<file path="src/rn_pkg.sv">
`default_nettype none

package rn_pkg;

  // -------------------------------------------------------------------------
  // sizes
  // -------------------------------------------------------------------------
  // lanes per dispatch group
  localparam int DISP_SIZE  = 2;
  localparam int ARCH_REGS  = 32;
  localparam int ARCH_W     = $clog2(ARCH_REGS);
  // free-list depth per lane
  localparam int FLIST_SIZE = 32;
  // identity-mapped registers plus one free list per lane
  localparam int RNID_SIZE  = ARCH_REGS + DISP_SIZE * FLIST_SIZE;
  localparam int RNID_W     = $clog2(RNID_SIZE);
  localparam int WR_PORTS   = 2;

  typedef logic [RNID_W-1:0] rnid_t;
  typedef logic [ARCH_W-1:0] arch_t;

  // -------------------------------------------------------------------------
  // dispatch side
  // -------------------------------------------------------------------------
  typedef struct packed {
    logic  valid;
    logic  rd_valid;
    arch_t rd_idx;
    logic  rs1_valid;
    arch_t rs1_idx;
    logic  rs2_valid;
    arch_t rs2_idx;
  } disp_inst_t;

  typedef disp_inst_t [DISP_SIZE-1:0] disp_group_t;

  // renamed instruction, dispatch fields first
  typedef struct packed {
    logic  valid;
    logic  rd_valid;
    arch_t rd_idx;
    logic  rs1_valid;
    arch_t rs1_idx;
    logic  rs2_valid;
    arch_t rs2_idx;
    rnid_t rd_rnid;
    rnid_t rd_old_rnid;
    rnid_t rs1_rnid;
    logic  rs1_ready;
    rnid_t rs2_rnid;
    logic  rs2_ready;
  } renamed_inst_t;

  typedef renamed_inst_t [DISP_SIZE-1:0] renamed_group_t;

  typedef rnid_t [DISP_SIZE-1:0] lane_rnids_t;

  // index 2*lane is rs1, 2*lane+1 is rs2
  typedef rnid_t [2*DISP_SIZE-1:0] src_rnids_t;

  // -------------------------------------------------------------------------
  // write-back and commit
  // -------------------------------------------------------------------------
  typedef struct packed {
    logic  valid;
    rnid_t rnid;
  } phy_wr_t;

  typedef phy_wr_t [WR_PORTS-1:0] phy_wr_array_t;

  typedef struct packed {
    logic [DISP_SIZE-1:0] valid;
    lane_rnids_t          rnid;
  } commit_free_t;

endpackage

`default_nettype wire

</file>
<file path="src/rn_freelist.sv">
`timescale 1ns/1ps
`default_nettype none

module rn_freelist #(
  parameter int INIT_BASE = 32
) (
  input  wire                i_clk,
  input  wire                i_reset_n,
  input  wire                i_push,
  input  wire rn_pkg::rnid_t i_push_rnid,
  input  wire                i_pop,
  output rn_pkg::rnid_t      o_pop_rnid
);

  rn_pkg::rnid_t                         r_ring [rn_pkg::FLIST_SIZE];
  logic [$clog2(rn_pkg::FLIST_SIZE)-1:0] r_head;
  logic [$clog2(rn_pkg::FLIST_SIZE)-1:0] r_tail;
  logic [$clog2(rn_pkg::FLIST_SIZE):0]   r_count;

  logic w_empty;
  logic w_full;
  logic w_do_push;
  logic w_do_pop;

  assign w_empty = (r_count == '0);
  assign w_full  = (r_count == rn_pkg::FLIST_SIZE);

  // guard the ring against misuse, the caller is still expected to avoid it
  assign w_do_push = i_push & ~w_full;
  assign w_do_pop  = i_pop & ~w_empty;

  // head entry is the next rnid handed out
  assign o_pop_rnid = r_ring[r_head];

  // -------------------------------------------------------------------------
  // ring, pointers and occupancy
  // -------------------------------------------------------------------------
  always_ff @(posedge i_clk or negedge i_reset_n) begin
    if (!i_reset_n) begin
      // starts full, INIT_BASE upward
      for (int i = 0; i < rn_pkg::FLIST_SIZE; i++) begin
        r_ring[i] <= rn_pkg::rnid_t'(INIT_BASE + i);
      end
      r_head  <= '0;
      r_tail  <= '0;
      r_count <= ($clog2(rn_pkg::FLIST_SIZE) + 1)'(rn_pkg::FLIST_SIZE);
    end else begin
      if (w_do_push) begin
        r_ring[r_tail] <= i_push_rnid;
        r_tail         <= r_tail + 1'b1;
      end
      if (w_do_pop) begin
        r_head <= r_head + 1'b1;
      end
      case ({w_do_push, w_do_pop})
        2'b10:   r_count <= r_count + 1'b1;
        2'b01:   r_count <= r_count - 1'b1;
        default: r_count <= r_count;
      endcase
    end
  end

endmodule

`default_nettype wire

</file>
<file path="src/rn_map_table.sv">
`timescale 1ns/1ps
`default_nettype none

module rn_map_table (
  input  wire                       i_clk,
  input  wire                       i_reset_n,
  input  wire rn_pkg::disp_group_t  i_group,
  output rn_pkg::src_rnids_t        o_src_rnid,
  output rn_pkg::lane_rnids_t       o_rd_old_rnid,
  input  wire [rn_pkg::DISP_SIZE-1:0] i_alloc,
  input  wire rn_pkg::lane_rnids_t  i_alloc_rnid
);

  // architectural index to current physical id
  rn_pkg::rnid_t r_map [rn_pkg::ARCH_REGS];

  // -------------------------------------------------------------------------
  // lookups
  // -------------------------------------------------------------------------
  for (genvar d = 0; d < rn_pkg::DISP_SIZE; d++) begin : g_lookup
    assign o_src_rnid[2*d]   = r_map[i_group[d].rs1_idx];
    assign o_src_rnid[2*d+1] = r_map[i_group[d].rs2_idx];
    // previous mapping of rd, freed later at commit
    assign o_rd_old_rnid[d]  = r_map[i_group[d].rd_idx];
  end

  // -------------------------------------------------------------------------
  // group update
  // -------------------------------------------------------------------------
  always_ff @(posedge i_clk or negedge i_reset_n) begin
    if (!i_reset_n) begin
      // identity map, x0 stays at rnid 0 forever
      for (int a = 0; a < rn_pkg::ARCH_REGS; a++) begin
        r_map[a] <= rn_pkg::rnid_t'(a);
      end
    end else begin
      // lane order, so a later lane to the same rd wins
      for (int d = 0; d < rn_pkg::DISP_SIZE; d++) begin
        if (i_alloc[d]) begin
          r_map[i_group[d].rd_idx] <= i_alloc_rnid[d];
        end
      end
    end
  end

endmodule

`default_nettype wire

</file>
<file path="src/rn_inflight_list.sv">
`timescale 1ns/1ps
`default_nettype none

module rn_inflight_list (
  input  wire                           i_clk,
  input  wire                           i_reset_n,
  input  wire rn_pkg::src_rnids_t       i_query_rnid,
  output logic [2*rn_pkg::DISP_SIZE-1:0] o_query_ready,
  input  wire [rn_pkg::DISP_SIZE-1:0]   i_alloc,
  input  wire rn_pkg::lane_rnids_t      i_alloc_rnid,
  input  wire rn_pkg::phy_wr_array_t    i_phy_wr
);

  // one bit per physical register, set means value produced
  logic [rn_pkg::RNID_SIZE-1:0] r_ready;
  logic [rn_pkg::RNID_SIZE-1:0] w_wb_hit;
  logic [rn_pkg::RNID_SIZE-1:0] w_alloc_clr;

  // decode write-back ports
  always_comb begin
    w_wb_hit = '0;
    for (int p = 0; p < rn_pkg::WR_PORTS; p++) begin
      if (i_phy_wr[p].valid) begin
        w_wb_hit[i_phy_wr[p].rnid] = 1'b1;
      end
    end
  end

  // decode newly allocated rds
  always_comb begin
    w_alloc_clr = '0;
    for (int d = 0; d < rn_pkg::DISP_SIZE; d++) begin
      if (i_alloc[d]) begin
        w_alloc_clr[i_alloc_rnid[d]] = 1'b1;
      end
    end
  end

  // stored bit or a write-back landing this cycle
  for (genvar q = 0; q < 2*rn_pkg::DISP_SIZE; q++) begin : g_query
    assign o_query_ready[q] = r_ready[i_query_rnid[q]] | w_wb_hit[i_query_rnid[q]];
  end

  always_ff @(posedge i_clk or negedge i_reset_n) begin
    if (!i_reset_n) begin
      r_ready <= '1;
    end else begin
      // allocation wins over a write-back to the same id
      r_ready <= (r_ready | w_wb_hit) & ~w_alloc_clr;
    end
  end

endmodule

`default_nettype wire

</file>
<file path="src/rn_dispatch_stage.sv">
`timescale 1ns/1ps
`default_nettype none

module rn_dispatch_stage (
  input  wire                            i_clk,
  input  wire                            i_reset_n,
  input  wire                            i_disp_valid,
  input  wire rn_pkg::disp_group_t       i_group,
  output logic [rn_pkg::DISP_SIZE-1:0]   o_alloc,
  input  wire rn_pkg::lane_rnids_t       i_new_rnid,
  input  wire rn_pkg::src_rnids_t        i_src_rnid,
  input  wire rn_pkg::lane_rnids_t       i_rd_old_rnid,
  output rn_pkg::src_rnids_t             o_query_rnid,
  input  wire [2*rn_pkg::DISP_SIZE-1:0]  i_query_ready,
  output logic                           o_renamed_valid,
  output rn_pkg::renamed_group_t         o_renamed
);

  logic [rn_pkg::DISP_SIZE-1:0]   w_alloc;
  rn_pkg::lane_rnids_t            w_rd_rnid;
  rn_pkg::lane_rnids_t            w_rd_old_rnid;
  rn_pkg::src_rnids_t             w_src_rnid;
  logic [2*rn_pkg::DISP_SIZE-1:0] w_src_fwd;
  rn_pkg::renamed_group_t         w_renamed;

  logic                   r_valid;
  rn_pkg::renamed_group_t r_renamed;

  // -------------------------------------------------------------------------
  // allocation decision
  // -------------------------------------------------------------------------
  for (genvar d = 0; d < rn_pkg::DISP_SIZE; d++) begin : g_alloc
    // x0 is never renamed
    assign w_alloc[d] = i_disp_valid & i_group[d].valid & i_group[d].rd_valid &
                        (i_group[d].rd_idx != '0);
    assign w_rd_rnid[d] = w_alloc[d] ? i_new_rnid[d] : '0;
  end

  assign o_alloc = w_alloc;

  // -------------------------------------------------------------------------
  // intra-group forwarding
  // -------------------------------------------------------------------------
  always_comb begin
    for (int d = 0; d < rn_pkg::DISP_SIZE; d++) begin
      w_src_rnid[2*d]   = i_src_rnid[2*d];
      w_src_rnid[2*d+1] = i_src_rnid[2*d+1];
      w_src_fwd[2*d]    = 1'b0;
      w_src_fwd[2*d+1]  = 1'b0;
      w_rd_old_rnid[d]  = i_rd_old_rnid[d];
      // walk earlier lanes upward so the nearest one ends up winning
      for (int p = 0; p < d; p++) begin
        if (w_alloc[p] && (i_group[p].rd_idx == i_group[d].rs1_idx)) begin
          w_src_rnid[2*d] = w_rd_rnid[p];
          w_src_fwd[2*d]  = 1'b1;
        end
        if (w_alloc[p] && (i_group[p].rd_idx == i_group[d].rs2_idx)) begin
          w_src_rnid[2*d+1] = w_rd_rnid[p];
          w_src_fwd[2*d+1]  = 1'b1;
        end
        if (w_alloc[p] && (i_group[p].rd_idx == i_group[d].rd_idx)) begin
          w_rd_old_rnid[d] = w_rd_rnid[p];
        end
      end
    end
  end

  assign o_query_rnid = w_src_rnid;

  // -------------------------------------------------------------------------
  // renamed group assembly
  // -------------------------------------------------------------------------
  always_comb begin
    for (int d = 0; d < rn_pkg::DISP_SIZE; d++) begin
      w_renamed[d].valid       = i_group[d].valid;
      w_renamed[d].rd_valid    = i_group[d].rd_valid;
      w_renamed[d].rd_idx      = i_group[d].rd_idx;
      w_renamed[d].rs1_valid   = i_group[d].rs1_valid;
      w_renamed[d].rs1_idx     = i_group[d].rs1_idx;
      w_renamed[d].rs2_valid   = i_group[d].rs2_valid;
      w_renamed[d].rs2_idx     = i_group[d].rs2_idx;
      w_renamed[d].rd_rnid     = w_rd_rnid[d];
      w_renamed[d].rd_old_rnid = w_rd_old_rnid[d];
      w_renamed[d].rs1_rnid    = w_src_rnid[2*d];
      w_renamed[d].rs2_rnid    = w_src_rnid[2*d+1];
      // a producer in the same group cannot have written back yet
      w_renamed[d].rs1_ready   = ~w_src_fwd[2*d] & i_query_ready[2*d];
      w_renamed[d].rs2_ready   = ~w_src_fwd[2*d+1] & i_query_ready[2*d+1];
    end
  end

  always_ff @(posedge i_clk or negedge i_reset_n) begin
    if (!i_reset_n) begin
      r_valid <= 1'b0;
    end else begin
      r_valid <= i_disp_valid;
    end
  end

  // payload only captured with the strobe
  always_ff @(posedge i_clk) begin
    if (i_disp_valid) begin
      r_renamed <= w_renamed;
    end
  end

  assign o_renamed_valid = r_valid;
  assign o_renamed       = r_renamed;

endmodule

`default_nettype wire

</file>
<file path="src/rn_rename_top.sv">
`timescale 1ns/1ps
`default_nettype none

module rn_rename_top (
  input  wire                          i_clk,
  input  wire                          i_reset_n,
  input  wire                          i_disp_valid,
  input  wire rn_pkg::disp_group_t     i_disp_group,
  input  wire rn_pkg::phy_wr_array_t   i_phy_wr,
  input  wire rn_pkg::commit_free_t    i_commit_free,
  output logic                         o_renamed_valid,
  output rn_pkg::renamed_group_t       o_renamed
);

  logic [rn_pkg::DISP_SIZE-1:0]   w_alloc;
  rn_pkg::lane_rnids_t            w_new_rnid;
  rn_pkg::src_rnids_t             w_src_rnid;
  rn_pkg::lane_rnids_t            w_rd_old_rnid;
  rn_pkg::src_rnids_t             w_query_rnid;
  logic [2*rn_pkg::DISP_SIZE-1:0] w_query_ready;

  // -------------------------------------------------------------------------
  // producer and consumer of allocations
  // -------------------------------------------------------------------------
  rn_dispatch_stage u_dispatch_stage (
    .i_clk           (i_clk),
    .i_reset_n       (i_reset_n),
    .i_disp_valid    (i_disp_valid),
    .i_group         (i_disp_group),
    .o_alloc         (w_alloc),
    .i_new_rnid      (w_new_rnid),
    .i_src_rnid      (w_src_rnid),
    .i_rd_old_rnid   (w_rd_old_rnid),
    .o_query_rnid    (w_query_rnid),
    .i_query_ready   (w_query_ready),
    .o_renamed_valid (o_renamed_valid),
    .o_renamed       (o_renamed)
  );

  // one free list per lane, disjoint rnid ranges
  for (genvar d = 0; d < rn_pkg::DISP_SIZE; d++) begin : g_flist
    rn_freelist #(
      .INIT_BASE (rn_pkg::ARCH_REGS + rn_pkg::FLIST_SIZE * d)
    ) u_freelist (
      .i_clk       (i_clk),
      .i_reset_n   (i_reset_n),
      .i_push      (i_commit_free.valid[d]),
      .i_push_rnid (i_commit_free.rnid[d]),
      .i_pop       (w_alloc[d]),
      .o_pop_rnid  (w_new_rnid[d])
    );
  end

  // -------------------------------------------------------------------------
  // lookup tables
  // -------------------------------------------------------------------------
  rn_map_table u_map_table (
    .i_clk         (i_clk),
    .i_reset_n     (i_reset_n),
    .i_group       (i_disp_group),
    .o_src_rnid    (w_src_rnid),
    .o_rd_old_rnid (w_rd_old_rnid),
    .i_alloc       (w_alloc),
    .i_alloc_rnid  (w_new_rnid)
  );

  rn_inflight_list u_inflight_list (
    .i_clk         (i_clk),
    .i_reset_n     (i_reset_n),
    .i_query_rnid  (w_query_rnid),
    .o_query_ready (w_query_ready),
    .i_alloc       (w_alloc),
    .i_alloc_rnid  (w_new_rnid),
    .i_phy_wr      (i_phy_wr)
  );

endmodule

`default_nettype wire

</file>
<file path="config.mk">
export PLATFORM = sky130hd
export DESIGN_NAME = rn_rename_top
export DESIGN_NICKNAME = d
export VERILOG_FILES = /design/src/rn_pkg.sv /design/src/rn_freelist.sv /design/src/rn_map_table.sv /design/src/rn_inflight_list.sv /design/src/rn_dispatch_stage.sv /design/src/rn_rename_top.sv
export SDC_FILE = /design/constraint.sdc
export NUM_CORES = 2
export LEC_CHECK = 0
export BUFFER_PORTS_ARGS = -buffer_cell sky130_fd_sc_hd__buf_2
export CELL_PAD_IN_SITES_DETAIL_PLACEMENT = 1
export CELL_PAD_IN_SITES_GLOBAL_PLACEMENT = 2
export CORE_MARGIN = 3
export CORE_UTILIZATION = 30
export CTS_BUF_LIST = sky130_fd_sc_hd__clkbuf_4 sky130_fd_sc_hd__clkbuf_8 sky130_fd_sc_hd__clkbuf_16
export DETAILED_ROUTE_END_ITERATION = 8
export HOLD_SLACK_MARGIN = 0.03
export PLACE_DENSITY_LB_ADDON = 0.1
export SYNTH_ARGS = -nofsm -noshare
export SYNTH_HDL_FRONTEND = slang
export SYNTH_HIERARCHICAL = 1
export SYNTH_SLANG_ARGS = --single-unit
export TNS_END_PERCENT = 5
</file>
<file path="constraint.sdc">
create_clock -name i_clk -period 4.9 [get_ports i_clk]
set_input_delay 0.735 -clock i_clk [delete_from_list [all_inputs] [get_ports i_clk]]
set_output_delay 0.735 -clock i_clk [all_outputs]
set_load 0.01 [all_outputs]
</file>
==> qor.yml <==
start_kind: "flop"
synth_area_um2: 60640
synthesis.nets: 4878
wl_per_cell_um: 38.51
final_core_util_pct: 35.28
vias_per_cell: 6.485
fin_crit_sh_pct: 97.94
worstHoldStart: "i_disp_group[5]"
place_hpwl_um: 206000
yosysMostFrequentCell: "mux4_2"
ctsRootBufferMaster: "clkbuf_16"
grt_usage_pct: 27.89
critPathMaxFanout: 15
vdd_ir_drop_max_v: 0.0007261
place_inst: 7488
yosys_warnings: 6
syn_to_final_growth_pct: 16.51
worstMarginPinSlew_ns: 1.317
yosys-top-cells-count: "mux4_2 (687), mux2_2 (514), dfstp_2 (402)"
worstSetupEndpointType: "flop"
rsz0062_at_grt: "yes"
syn_avg_cell_area_um2: 12.66
synthTopCellsByArea: "mux4_2 (26%), dfstp_2 (17%), dfrtp_1 (16%), mux2_2 (9.5%), edfxtp_1 (4.9%)"
skew_ns: 0.06840
startpoint: "g_flist[0].u_freelist/r_head[0]"
r2r_cells: 13
drcViolationCount: 0
layoutNonFillerInstCount: 7725
cts_sinks: 899
layout.nets: 5041
fin_crit_ns: 4.799
grt_overflow: 0
antenna_found_initial: 23
hold_violations: 0
hold-path-endpoint: "u_dispatch_stage/o_renamed[35]"
slew-limit-headroom_pct: 12.20
dieArea_um2: 207600
drt_first_pass_iters: 6
dieWidth_um: 455.6
fin_ws_ns: 0.1009
place_worst_setup_slack_ns: -0.3019
min_path_type: "input pin to flop"
r2r_end: "u_dispatch_stage/o_renamed[49]"
yosysTopAreaCell: "mux4_2"
critPathKind: "flop to flop"
io_pins: 172
arrival_ns: 5.35
clk_pin_slew_ns: 0.06
hold_depth: 1
gp_congestion: 0.9600
ys_ff_latch: 899
maxCapViolations: 0
row_count: 164
synthCells: 4789
yosys_most_used_dff: "dfstp_2"
die_h_um: 455.6
synth_edf_count: 98
critPathRequiredTime_ns: 5.45
r2r_start: "g_flist[0].u_freelist/r_head[0]"
cts_tree: "yes"
wl_um: 297500
power_density_nw_per_um2: 645.1
cts_buffers: 115
synth_top_area_share_pct: 25.52
r2r_setup_slack_ns: 0.10
status: "finished clean"
fin_setup_tns_ns: 0
start_util_pct: 30.28
ant_nets: 0
setup_viol: 0
grt_pass1_wl_um: 419700
cts_buffer_depth: 3
io_buffers: 171
initialDrtViolationCount: 5719
fin_hold_ws_ns: 0.1243
num_vias: 50098
core_area_um2: 200300
first_global_vias: 50943
finalMaxSlewViolations: 0
drive_above_1_share_pct: 50.17
cts.htree.levels: 3
grt_max_degree: 125
fmax_ghz: 0.2084
leakagePower_nw: 25.73
yosysSeqAreaShare_pct: 38.74
clkLatencyLatePin_ns: 0.80
ys_types: 99
ys_async_sr_fraction_pct: 89.10
## area by class of cell
type | instances | area [µm²]
diodes | 14 | 35.03
clock buffers | 152 | 3302
clock inverters | 68 | 783.3
fillers | 21234 | 129600
inverters | 40 | 152.6
multi-input cells | 3280 | 34630
flip-flops and latches | 899 | 23500
well taps | 2656 | 3323
repair buffers | 616 | 4926
## flip-flops by register name (all words and copies together) (netlist names)
| register | cells |
|---|---|
| g_flist.u_freelist/r_head | 10 |
| u_dispatch_stage/o_renamed | 98 |
| g_flist.u_freelist/r_tail | 10 |
| u_map_table/r_map | 224 |
| g_flist.u_freelist/r_count | 12 |
| u_dispatch_stage/o_renamed_valid | 1 |
| g_flist.u_freelist/r_ring | 448 |
| u_inflight_list/r_ready | 96 |
## kinds of logic (layout without fill, tap and decap cells)
group	after synthesis	in the layout	synth area share (%)
mux	1264	1265	36.14
simple gates	1058	1058	9.696
flops	899	899	38.74
compound gates	898	898	9.972
buf+inv	611	876	4.504
xor+xnor	43	43	0.6211
fa+ha+maj	16	16	0.3301
other cells	0	14	0
## timing repair
action | 4_1_cts | 5_1_grt
gates resized for setup | 2 | 14
endpoints found under the hold margin | 1 | 0
cloned | 0 | 1
buffers inserted | 0 | 1
pin swaps | 0 | 1
hold buffers | 1 | 0
setup endpoints to repair | 2 | 2
## how the worst max path moves through the flow
stage                                     end  slack (ns)  cells after the start
6_report       u_dispatch_stage/o_renamed[49]        0.10                     13
5_1_grt        u_dispatch_stage/o_renamed[57]     -0.0009                     16
4_1_cts        u_dispatch_stage/o_renamed[49]       0.005                     13
3_5_place_dp   u_dispatch_stage/o_renamed[57]       -0.30                     17
3_3_place_gp   u_dispatch_stage/o_renamed[57]       -0.45                     17
2_1_floorplan  u_dispatch_stage/o_renamed[49]      -0.006                     16
## per-stage QoR
stage	power [mW]	area, µm²
after floorplan	25.75	60650
after global placement	35.88	66450
after detailed placement	36.04	66450
after CTS	45.45	70550
after global routing	47.39	70630
final	45.58	70650
## placed cells by master (no fill, tap or decap), types with 17 or more instances in the layout
cell type and n:
nor2_4 17, nor3_1 257, nor2_1 179, o21ai_1 38, inv_1 34, xnor2_1 24
a22oi_1 83, o22ai_1 87, buf_12 54, nand2_1 83, mux2i_1 54, clkbuf_4 19
a31oi_1 233, xor2_1 19, buf_2 158, buf_4 399, nand3_1 249, mux2_2 507
edfxtp_1 98, nand4_1 30, clkbuf_16 118, and2_1 41, mux4_2 687, a21oi_1 24
o21ai_0 202, dfrtp_1 395, nand3b_1 17, a221oi_1 91, dfstp_2 402, clkinv_2 21
## per-layer routing
metal	routed length, µm	global-route usage, %
met4	11020	9.379
met3	26890	7.356
met1	125600	38.32
met5	105	0
met2	133900	42.60
## critical path, cell delays in order, from the launching register on
cell,delay [ns]
dfrtp_4,0.44
buf_12,0.18
mux4_2,0.56
mux4_2,0.52
mux2_4,0.40
mux2_4,0.39
mux4_2,0.45
mux4_2,0.50
mux2_2,0.28
a21oi_1,0.14
o311ai_1,0.17
o22ai_1,0.24
a211oi_2,0.07
and2b_2,0.19
## report_power, final
part	internal [mW]	switching [mW]	leakage, nW	total [mW]
Combinational	9.18	12.4	13.4	21.6
Clock	5.40	3.76	2.00	9.16
Sequential	11.2	3.63	10.3	14.8
Total	25.8	19.8	25.7	45.6
(Power assumes the default switching activity.)
